### src/hack_pkg.sv
`default_nettype none

package hack_pkg;

    // word and address widths of the Hack machine.
    localparam int HACK_WORD_BITS = 16;
    localparam int HACK_ADDR_BITS = 15;

    // the data RAM decodes only the low address bits, so higher addresses alias.
    localparam int HACK_RAM_ADDR_BITS = 10;
    localparam int HACK_RAM_WORDS = 1 << HACK_RAM_ADDR_BITS;

    typedef logic [HACK_WORD_BITS-1:0] hack_word_t;
    typedef logic [HACK_ADDR_BITS-1:0] hack_addr_t;

    // ALU control in instruction order, bits 11 down to 6 of a C-instruction.
    typedef struct packed {
        logic zx;
        logic nx;
        logic zy;
        logic ny;
        logic f;
        logic no;
    } hack_alu_ctrl_t;

    // zr is set for a zero result, ng for a negative one.
    typedef struct packed {
        logic zr;
        logic ng;
    } hack_alu_flags_t;

    // destination field, bits 5 down to 3.
    typedef struct packed {
        logic a;
        logic d;
        logic m;
    } hack_dest_t;

    // jump field, bits 2 down to 0.
    typedef struct packed {
        logic lt;
        logic eq;
        logic gt;
    } hack_jump_t;

endpackage

`default_nettype wire

### src/hack_alu.sv
`default_nettype none
`timescale 1ns/1ps

module hack_alu (
    input  wire hack_pkg::hack_word_t      i_x,
    input  wire hack_pkg::hack_word_t      i_y,
    input  wire hack_pkg::hack_alu_ctrl_t  i_ctrl,
    output hack_pkg::hack_word_t           o_result,
    output hack_pkg::hack_alu_flags_t      o_flags
);

    import hack_pkg::*;

    hack_word_t x_zeroed;
    hack_word_t x_final;
    hack_word_t y_zeroed;
    hack_word_t y_final;
    hack_word_t core_out;
    hack_word_t result;

    // operand preparation for x.
    always_comb begin
        x_zeroed = i_ctrl.zx ? '0 : i_x;
        x_final  = i_ctrl.nx ? ~x_zeroed : x_zeroed;
    end

    // operand preparation for y.
    always_comb begin
        y_zeroed = i_ctrl.zy ? '0 : i_y;
        y_final  = i_ctrl.ny ? ~y_zeroed : y_zeroed;
    end

    // the f bit picks the adder over the bitwise and.
    always_comb begin
        if (i_ctrl.f) begin
            core_out = x_final + y_final;
        end else begin
            core_out = x_final & y_final;
        end
    end

    // a final inversion gives the negated and incremented forms, e.g. -x and x+1.
    always_comb begin
        result = i_ctrl.no ? ~core_out : core_out;
    end

    assign o_result = result;

    // flags come straight from the final result.
    assign o_flags.zr = (result == '0);
    assign o_flags.ng = result[HACK_WORD_BITS-1];

endmodule

`default_nettype wire

### src/hack_cpu.sv
`default_nettype none
`timescale 1ns/1ps

module hack_cpu (
    input  wire                        clk,
    input  wire                        i_arst_n,
    input  wire hack_pkg::hack_word_t  i_instruction,
    input  wire hack_pkg::hack_word_t  i_in_m,
    output hack_pkg::hack_word_t       o_out_m,
    output logic                       o_write_m,
    output hack_pkg::hack_addr_t       o_address_m,
    output hack_pkg::hack_addr_t       o_pc
);

    import hack_pkg::*;

    logic            is_c;
    logic            sel_m;
    hack_alu_ctrl_t  alu_ctrl;
    hack_dest_t      dest;
    hack_jump_t      jump;

    hack_word_t      a_reg;
    hack_word_t      d_reg;
    hack_addr_t      pc_reg;
    hack_addr_t      pc_next;

    hack_word_t      alu_y;
    hack_word_t      alu_result;
    hack_alu_flags_t alu_flags;
    logic            take_jump;

    // the top bit marks a C-instruction; an A-instruction carries a 15-bit value.
    assign is_c     = i_instruction[HACK_WORD_BITS-1];
    assign sel_m    = i_instruction[12];
    assign alu_ctrl = hack_alu_ctrl_t'(i_instruction[11:6]);

    // an A-instruction must not store anywhere or jump.
    assign dest = is_c ? hack_dest_t'(i_instruction[5:3]) : '0;
    assign jump = is_c ? hack_jump_t'(i_instruction[2:0]) : '0;

    // the a-bit selects M over A as the second operand.
    assign alu_y = sel_m ? i_in_m : a_reg;

    hack_alu hack_alu_i (
        .i_x      (d_reg),
        .i_y      (alu_y),
        .i_ctrl   (alu_ctrl),
        .o_result (alu_result),
        .o_flags  (alu_flags)
    );

    // positive means neither zero nor negative.
    always_comb begin
        take_jump = (jump.lt & alu_flags.ng)
                  | (jump.eq & alu_flags.zr)
                  | (jump.gt & ~alu_flags.zr & ~alu_flags.ng);
    end

    always_comb begin
        if (take_jump) begin
            pc_next = a_reg[HACK_ADDR_BITS-1:0];
        end else begin
            pc_next = pc_reg + hack_addr_t'(1);
        end
    end

    always_ff @(posedge clk or negedge i_arst_n) begin
        if (!i_arst_n) begin
            a_reg <= '0;
        end else if (!is_c) begin
            a_reg <= i_instruction;
        end else if (dest.a) begin
            a_reg <= alu_result;
        end
    end

    always_ff @(posedge clk or negedge i_arst_n) begin
        if (!i_arst_n) begin
            d_reg <= '0;
        end else if (dest.d) begin
            d_reg <= alu_result;
        end
    end

    always_ff @(posedge clk or negedge i_arst_n) begin
        if (!i_arst_n) begin
            pc_reg <= '0;
        end else begin
            pc_reg <= pc_next;
        end
    end

    // memory side; the write strobe stays low while the CPU is held in reset.
    assign o_out_m     = alu_result;
    assign o_write_m   = dest.m & i_arst_n;
    assign o_address_m = a_reg[HACK_ADDR_BITS-1:0];
    assign o_pc        = pc_reg;

    // the decoded destination must never let an A-instruction reach memory.
    a_instr_no_write: assert property (
        @(posedge clk) disable iff (!i_arst_n)
        !i_instruction[HACK_WORD_BITS-1] |-> !o_write_m
    ) else $error("memory write on an A-instruction");

    // execution restarts from address zero once reset is released.
    pc_zero_after_reset: assert property (
        @(posedge clk) $rose(i_arst_n) |-> (o_pc == '0)
    ) else $error("pc not zero on the first cycle after reset");

endmodule

`default_nettype wire

### config.mk
export PLATFORM = sky130hd
export DESIGN_NAME = hack_cpu
export DESIGN_NICKNAME = d
export VERILOG_FILES = /design/src/hack_pkg.sv /design/src/hack_alu.sv /design/src/hack_cpu.sv
export SDC_FILE = /design/constraint.sdc
export NUM_CORES = 1
export LEC_CHECK = 0
export BUFFER_PORTS_ARGS = -buffer_cell sky130_fd_sc_hd__buf_2
export CAP_MARGIN = 20
export CELL_PAD_IN_SITES_DETAIL_PLACEMENT = 0
export CELL_PAD_IN_SITES_GLOBAL_PLACEMENT = 1
export CORE_UTILIZATION = 32
export CTS_CLUSTER_SIZE = 10
export DETAILED_ROUTE_END_ITERATION = 8
export PLACE_DENSITY_LB_ADDON = 0.1
export RECOVER_POWER = 25
export SYNTH_ARGS = -nofsm -noshare
export SYNTH_HDL_FRONTEND = slang
export SYNTH_SLANG_ARGS = --single-unit
### constraint.sdc
create_clock -name clk -period 4.5 [get_ports clk]
set_input_delay 0.45 -clock clk [delete_from_list [all_inputs] [get_ports clk]]
set_output_delay 0.45 -clock clk [all_outputs]
set_load 0.01 [all_outputs]
==> results of run 1 <==
[cell usage after synthesis, drive strengths merged, types with 3 or more instances]
| master | instances |
|---|---|
| nor2 | 50 |
| dfrtp | 47 |
| buf | 33 |
| xnor2 | 33 |
| mux2i | 32 |
| nand2 | 31 |
| a21oi | 30 |
| mux2 | 28 |
| xor2 | 24 |
| nand2b | 22 |
| o21ai | 20 |
| clkbuf | 17 |
| ha | 17 |
| nand3 | 15 |
| inv | 13 |
| nor3 | 10 |
| a211oi | 9 |
| and3 | 8 |
| nand4 | 7 |
| o211ai | 7 |
| o211a | 5 |
| a31oi | 4 |
| nand3b | 4 |
| nor3b | 4 |
| nor4 | 4 |
| or3 | 4 |
| a2111oi | 3 |
| nand4b | 3 |
| nor4bb | 3 |
| o31ai | 3 |
[area by class of cell]
class,instances,share of cell area
tap,180,0.0416
multi-input combinational,409,0.562
inverter,13,0.00901
clock inverter,2,0.0111
sequential,47,0.217
timing repair buffer,118,0.135
clock buffer,6,0.0238
[layer usage]
metal	part of all wire	routed length, µm	global-route usage	up-vias
met1	0.51	6920	0.275	1887
met4	0.0054	73	0.0309	0
li1	-	-	-	1991
met2	0.45	6200	0.314	77
met5	0	0	0	-
met3	0.033	444	0.0183	4
[critical path, delay by kind of cell (launching register included)]
family	cells	cell delay (ns)
AND/OR/NAND/NOR	5	1.09
multiplexers	2	0.48
buffers and inverters	1	0.19
XOR/XNOR	2	0.32
flip-flops	1	0.42
AO/OA/AOI/OAI	3	0.86
adder cells (fa/ha/maj)	2	0.68
[how the worst max path moves through the flow]
stage	from	endpoint
after global routing	i_instruction[12]	o_pc[14]
after global placement	i_instruction[12]	o_pc[2]
after detailed placement	i_instruction[12]	o_pc[3]
after CTS	a_reg[0]	o_pc[3]
after floorplan	i_instruction[12]	o_pc[10]
final	a_reg[0]	o_pc[3]
[cells by family (layout without fill, tap and decap cells)]
group                    Yosys count  count (layout)  synth area share
XOR/XNOR                          57              57             0.110
AO/OA/AOI/OAI                    100             100             0.158
adder cells (fa/ha/maj)           18              18            0.0512
multiplexers                      60              60             0.148
buffers and inverters             63             139            0.0718
flip-flops                        47              47             0.259
AND/OR/NAND/NOR                  174             174             0.202
[cells in the final DEF, fill, tap and decap left out, types with 4 or more instances in the layout]
cell type  count
dfrtp_1       47
and3_1         8
a211oi_1       8
a21oi_1       30
clkbuf_16      5
xor2_1        24
nor3_1        10
mux2_4        10
nand2_1       31
nor2_1        50
nand4_1        7
xnor2_1       33
buf_12         4
ha_1          17
nor3b_1        4
buf_2         80
mux2i_1       32
o211a_1        5
mux2_2        18
nand2b_1      22
o21ai_1        4
buf_4         33
nand3_1       14
o211ai_1       7
inv_1         13
nand3b_1       4
o21ai_0       16
[through the flow]
step / power (mW) / setup slack, ns / std cells / util
floorplan: 1.98 / 0.0343 / 519 / -
global placement: 2.60 / 0.110 / 767 / 0.377
detailed placement: 2.62 / 0.0583 / 767 / 0.377
CTS: 3.13 / 0.317 / 775 / 0.390
global route: 3.35 / 0.0447 / 775 / 0.390
finish: 3.10 / 0.345 / 775 / 0.390
[power by group through the flow]
stage                     Sequential (mW)  Clock (mW)  Combinational [mW]
after CTS                           0.736       0.503                1.89
after global placement              0.738           0                1.86
final                               0.736       0.489                1.88
after floorplan                     0.740           0                1.24
after global routing                0.763       0.520                2.07
after detailed placement            0.742           0                1.88
==> impl_metrics.toml, run 1 <==
[grt]
antenna_found_initial = 0
grt_pass1_vias = 3990
grt-ovfl-total = 0
grt_usage = 0.192
grt_max_degree = 49
grt_pass1_wl_um = 21800

[logic_synthesis]
synth_area_mm2 = 0.00455
yosysSeqAreaShare = 0.259
yosys_register_bits = 47
yosys-top-cells-area = "dfrtp_1, mux2i_1, xnor2_1"
synth_edf_count = 0
mappedNetlistNets = 571
async_flop_share = 1.00
netlist_instances = 519
yosysWarnings = 0
yosysUniqueCellTypes = 63
avgSynthCellArea_um2 = 8.76
ys_dominant_reg_cell = "dfrtp_1"
yosysTopAreaCell = "dfrtp_1"
synth.top_cell.area_share = 0.259

[detailed_routing]
wirelength_um = 13600
drc = 0
num_vias = 3959
drtIter0Drc = 188
antenna_left = 0
firstDrtPassIters = 5
via_per_inst = 5.11
wire_per_inst_um = 17.6

[finish]
final_layout_size_suffix_gt1_frac = 0.271
seqCellArea_mm2 = 0.00118
fill_cells = 1458
multi_input_area_mm2 = 0.00305
area_growth_pct = 19.1
final_nets = 646
final_area_mm2 = 0.00542
diodes = 0

[power]
p_per_area_mw_per_mm2 = 573
p_leak_nw = 2.42
p_comb_frac = 0.605
power_frac_seq = 0.237
cell_internal_pwr_mw = 1.77
p_sw_frac = 0.430
power.switching_mw = 1.33
irDropWorstVdd_v = 0.000158
clkPwrFrac = 0.158

[clock_tree]
clockRootBuffer = "clkbuf_16"
clk_pin_slew_ns = 0.07
cts_made_buffers = 5
insertion_delay_ns = 0.29
cts_buffer_depth = 2
cts_tree = "yes"
h-tree-depth = 2
cts_setup_buffers = 0
cts_hold_buf = 0
cts_sinks = 47
post_cts_resized = 0

[timing]
hold_viol_final = 0
tightest_slew_ns = 2.84
setup_viol = 0
skew_ns = 0.00436
clock.fmax_ghz = 0.241
min_period_ns = 4.15
rsz0062_at_grt = "no"
slew_headroom = -0.890
min_period_over_period = 0.923
slew_viol_final = 49
holdWs_ns = 0.421
timing.setup.tns_ns = 0

[critical_path]
endpoint_kind = "register"
critical_path_arrival_ns = 4.33
worst_ep_required_time_ns = 4.67
crit_type = "reg -> reg"
r2r-start = "a_reg[0]"
start_kind = "register"
path_cells = "mux2i_1, nor2_1, xor2_1, ha_1, fa_1, xnor2_1, o211a_1, nor4_2, nand4b_1, or3_4, a2111oi_4, nand4_1, a31oi_4, buf_12, mux2_2"
cp_max_fo = 15
reg2reg_depth = 15
crit_slowest_cell = "fa_1"
r2r-end = "o_pc[3]"
crit_path_max_incr_delay_ns = 0.45
r2r_slack_ns = 0.35

[hold_path]
min-delay-start = "i_instruction[3]"
hp-class = "in -> reg"
hold_path_end = "a_reg[3]"
holdPathStages = 3

[placement]
gp_congestion = 0.809
hpwlAfterDp_um = 10600
io_buffers = 80
placed_area_mm2 = 0.00523

[status]
failed_checks = "capacitance limit, slew limit"
status = "finished with violations"

[die]
start_util = 0.328
die_area_mm2 = 0.0147
std_cell_rows = 43
dieHeight_um = 121
coreArea_mm2 = 0.0139
die_w_um = 121
pin_count = 81

[flow_run]
maxCapViolCount = 1
No activity file was read; power rests on OpenSTA's default activity.
==> inputs of run 2 (changes only) <==
Settings changed: CORE_UTILIZATION 32 to 43.
Clock period 4.5 ns to 3.9 ns, I/O delays scaled along.
==> impl_metrics.toml, run 2 (synthesis results as in run 1) <==
[timing]
skew_ns = 0.0102
min_period_over_period = 1.03
hold_viol_final = 0
setup_slack_ns = -0.0999
clock.fmax_ghz = 0.250
rsz0062_at_grt = "yes"
setup_viol = 15
tightest_slew_ns = 2.65
slew_headroom = -0.765
min_period_ns = 4.00
slew_viol_final = 49
timing.setup.tns_ns = -1.04

[status]
failed_checks = "capacitance limit, slew limit, setup timing"
status = "finished with violations"

[clock_tree]
h-tree-depth = 2
clockRootBuffer = "clkbuf_8"
cts_tree = "yes"
cts_sinks = 47
cts_made_buffers = 5
cts_hold_buf = 0
insertion_delay_ns = 0.32
clk_pin_slew_ns = 0.10
cts_buffer_depth = 2

[finish]
seqCellArea_mm2 = 0.00118
diodes = 0
final_area_mm2 = 0.00597
fin_util = 0.580
final_layout_size_suffix_gt1_frac = 0.373
layout_common_cells = "buf_4, buf_2, nor2_1"
area_growth_pct = 31.2
multi_input_area_mm2 = 0.00313
final_nets = 722
final_common_cell = "buf_4"
fill_cells = 955
instances_no_fill = 807

[grt]
grt_pass1_vias = 4274
grt-ovfl-total = 0
grt_pass1_wl_um = 21800
antenna_found_initial = 0
grt_usage = 0.250
grt_max_degree = 49

[power]
p_sw_frac = 0.425
clkPwrFrac = 0.097
p_comb_frac = 0.684
cell_internal_pwr_mw = 2.18
irDropWorstVdd_v = 0.000246
power.switching_mw = 1.62
p_leak_nw = 2.79
power_frac_seq = 0.219
p_per_area_mw_per_mm2 = 637

[die]
dieHeight_um = 105
std_cell_rows = 37
pin_count = 81
die_w_um = 105
start_util = 0.443
coreArea_mm2 = 0.0103
die_area_mm2 = 0.0110

[critical_path]
cp_max_fo = 15
worst_ep_required_time_ns = 4.11
critical-path-top-delay-family = "simple AND/OR/NAND/NOR gates"
endpoint_kind = "register"
crit_path_max_incr_delay_ns = 0.44
start_kind = "register"
path_buf_inv = 1
crit_slowest_cell = "fa_2"
crit_type = "reg -> reg"
critical_path_arrival_ns = 4.20
path_cells = "mux2i_1, nor2_1, xor2_1, ha_2, fa_2, mux2i_2, xnor2_2, nor4_2, nand4b_1, or3_4, a2111oi_4, nand4_1, a31oi_4, buf_12, mux2_2"

[detailed_routing]
num_vias = 4298
drc = 0
wire_per_inst_um = 16.3
via_per_inst = 5.33
antenna_left = 0
drtIter0Drc = 260
wirelength_um = 13200
firstDrtPassIters = 4

[placement]
gp_congestion = 0.907
place_inst = 794
io_buffers = 80
hpwlAfterDp_um = 10300
placed_area_mm2 = 0.00575

[flow_run]
maxCapViolCount = 1

[hold_path]
hp-class = "in -> reg"
## run 2: cell types whose count changed in the layout (fill, tap and decap cells not counted), sizes merged
cell / delta
buf: +76
clkinv: +2
bufinv: -1
clkbuf: -1
## run 2: layout make-up
class                           count  share of cell area
Inverter                           13             0.00818
Multi-Input combinational cell    409               0.525
Clock inverter                      3             0.00734
Tap cell                          136              0.0285
Clock buffer                        5              0.0115
Timing Repair Buffer              194               0.223
Sequential cell                    47               0.197
## run 2: per-stage QoR
stage	hold WS [ns]	power (mW)	setup WS [ns]
floorplan	0.0944	2.32	-0.115
global placement	0.463	3.27	-0.502
detailed placement	0.480	3.33	-0.571
CTS	0.187	3.75	-0.143
global route	0.338	4.09	-0.343
finish	0.329	3.80	-0.0999
## run 2: path summary, 6_finish.rpt
kind | from | to | slack, ns | cells past startpoint
min in group asynchronous | i_arst_n | o_pc[0] | 0.99 | 2
max | a_reg[0] | o_pc[4] | -0.1 | 15
min reg2reg | d_reg[2] | d_reg[2] | 0.50 | 2
min | i_instruction[4] | a_reg[4] | 0.33 | 3
max in group asynchronous | i_arst_n | d_reg[9] | 1.40 | 2
max reg2reg | a_reg[0] | o_pc[4] | -0.1 | 15
## run 2: power by group through the flow
stage | combinational [mW] | sequential [mW] | clock [mW]
finish | 2.60 | 0.832 | 0.369
global route | 2.84 | 0.860 | 0.395
CTS | 2.54 | 0.830 | 0.378
detailed placement | 2.49 | 0.838 | 0
global placement | 2.44 | 0.828 | 0
floorplan | 1.47 | 0.853 | 0
## run 2: tightest hold or removal path: stages
cell	delay, ns
buf_2	0.10
nor2_1	0.07
a21oi_1	0.04
## run 2: layer usage
layer / up-vias / GRT usage / routed length (µm)
met3: 9 / 0.0231 / 466
met2: 77 / 0.404 / 6110
li1: 2148 / - / -
met5: - / 0 / 0
met1: 2064 / 0.357 / 6440
met4: 0 / 0.0634 / 144
## run 2: what timing repair did
item,CTS,global route
setup buffers,2,3
resized for setup,7,12
pin swaps,6,8
endpoints found under the setup margin,18,18
==> inputs of run 3 (changes only) <==
Settings changed: CORE_MARGIN set to 5, CTS_CLUSTER_SIZE 10 to 28.
==> impl_metrics.toml, run 3 (synthesis results as in run 1) <==
[grt]
grt-ovfl-total = 0
grt_max_degree = 49
grt_pass1_wl_um = 21600
antenna_found_initial = 0
grt_usage = 0.208
grt_pass1_vias = 4288

[clock_tree]
insertion_delay_ns = 0.31
cts_made_buffers = 5
cts_hold_buf = 0
cts_tree = "yes"
clockRootBuffer = "clkbuf_8"
h-tree-depth = 2
cts_buffer_depth = 2
cts_sinks = 47
clk_pin_slew_ns = 0.09

[detailed_routing]
wire_per_inst_um = 16.9
num_vias = 4291
drc = 0
wirelength_um = 13600
firstDrtPassIters = 4
antenna_left = 0
via_per_inst = 5.32
drtIter0Drc = 200

[power]
irDropWorstVdd_v = 0.000254
total_power_mw = 3.79
p_leak_nw = 2.81
p_per_area_mw_per_mm2 = 630

[timing]
clock.fmax_ghz = 0.248
setup_viol = 15
holdWs_ns = 0.346
hold_viol_final = 0
setup_slack_ns = -0.126
rsz0062_at_grt = "yes"
slew_viol_final = 49
min_period_over_period = 1.03
skew_ns = 0.0165
min_period_ns = 4.03
slew_headroom = -0.736
tightest_slew_ns = 2.60

[critical_path]
path_buf_inv = 1
start_kind = "register"
crit_slowest_cell = "dfrtp_1"
r2r_slack_ns = -0.13
cp_max_fo = 7
critical_path_arrival_ns = 4.21
reg2reg_depth = 15
path_cells = "mux2i_1, nor2_1, xor2_1, ha_2, fa_2, xnor2_1, o211a_1, nor4_4, nand4b_1, or3_4, a2111oi_4, nand4_1, a31oi_4, clkbuf_16, mux2_4"
worst_ep_required_time_ns = 4.09
endpoint_kind = "register"
r2r-start = "a_reg[0]"
crit_path_max_incr_delay_ns = 0.39
crit_type = "reg -> reg"
r2r-end = "o_pc[8]"
critical-path-top-delay-family = "simple AND/OR/NAND/NOR gates"

[hold_path]
hp-class = "in -> reg"
hold_path_end = "a_reg[14]"
min-delay-start = "i_instruction[14]"
holdPathStages = 3

[die]
start_util = 0.441
die_w_um = 113
dieHeight_um = 113
pin_count = 81
die_area_mm2 = 0.0127
std_cell_rows = 37
coreArea_mm2 = 0.0103

[finish]
fill_cells = 959
final_common_cell = "buf_4"
diodes = 0
layout_common_cells = "buf_4, buf_2, nor2_1"
final_layout_size_suffix_gt1_frac = 0.380
final_nets = 723
fin_util = 0.583
area_growth_pct = 32.3

[placement]
hpwlAfterDp_um = 10800
place_ws_ns = -0.551
io_buffers = 80
gp_congestion = 0.918

[status]
failed_checks = "capacitance limit, slew limit, setup timing"
status = "finished with violations"

[flow_run]
maxCapViolCount = 1
-- run 3: report_power, final --
part | switching [mW] | internal (mW)
logic | 1.32 | 1.34
clock network | 0.159 | 0.139
registers | 0.156 | 0.678
total | 1.64 | 2.16
-- run 3: per-layer routing --
metal	wire length, µm	vias up	GRT usage
met5	0	-	0
met4	203	0	0.0545
met3	552	15	0.0273
met2	6320	90	0.340
met1	6520	2043	0.290
li1	-	2143	-
-- run 3: how the worst max path moves through the flow --
| stage | cells after the start | start | to |
|---|---|---|---|
| 2_1_floorplan | 17 | i_instruction[12] | o_pc[10] |
| 3_3_place_gp | 17 | i_instruction[12] | o_pc[2] |
| 3_5_place_dp | 17 | i_instruction[12] | o_pc[2] |
| 4_1_cts | 15 | a_reg[0] | o_pc[4] |
| 5_1_grt | 15 | a_reg[0] | o_pc[12] |
| 6_report | 15 | a_reg[0] | o_pc[8] |
-- run 3: final cells by class --
cell class                 count  area (µm²)  area share
timing repair buffer         195        1340       0.223
multi-input combinational    409        3200       0.531
clock buffer                   6        82.6      0.0137
sequential                    47        1180       0.195
clock inverter                 1        5.00    0.000832
inverter                      13        48.8     0.00811
tap                          136         170      0.0283
-- run 3: stage by stage --
| step | setup TNS [ns] | instances | area, µm² |
|---|---|---|---|
| after CTS | -2.84 | 802 | 5870 |
| after global routing | -4.45 | 807 | 6020 |
| after detailed placement | -7.60 | 793 | 5730 |
| after floorplan | -1.07 | 519 | 4640 |
| final | -1.62 | 807 | 6020 |
| after global placement | -8.00 | 793 | 5730 |
-- run 3: worst reg2reg max path, stage by stage (launching register included) --
cell,delay [ns]
dfrtp_1,0.39
mux2i_1,0.13
nor2_1,0.07
xor2_1,0.16
ha_2,0.21
fa_2,0.35
xnor2_1,0.15
o211a_1,0.26
nor4_4,0.33
nand4b_1,0.17
or3_4,0.37
a2111oi_4,0.32
nand4_1,0.20
a31oi_4,0.26
clkbuf_16,0.21
mux2_4,0.30
-- run 3: what timing repair did --
item	4_1_cts	5_1_grt
resized for setup	8	20
buffers inserted	2	4
pin swaps	0	4
cloned	0	1
endpoints found under the setup margin	17	21
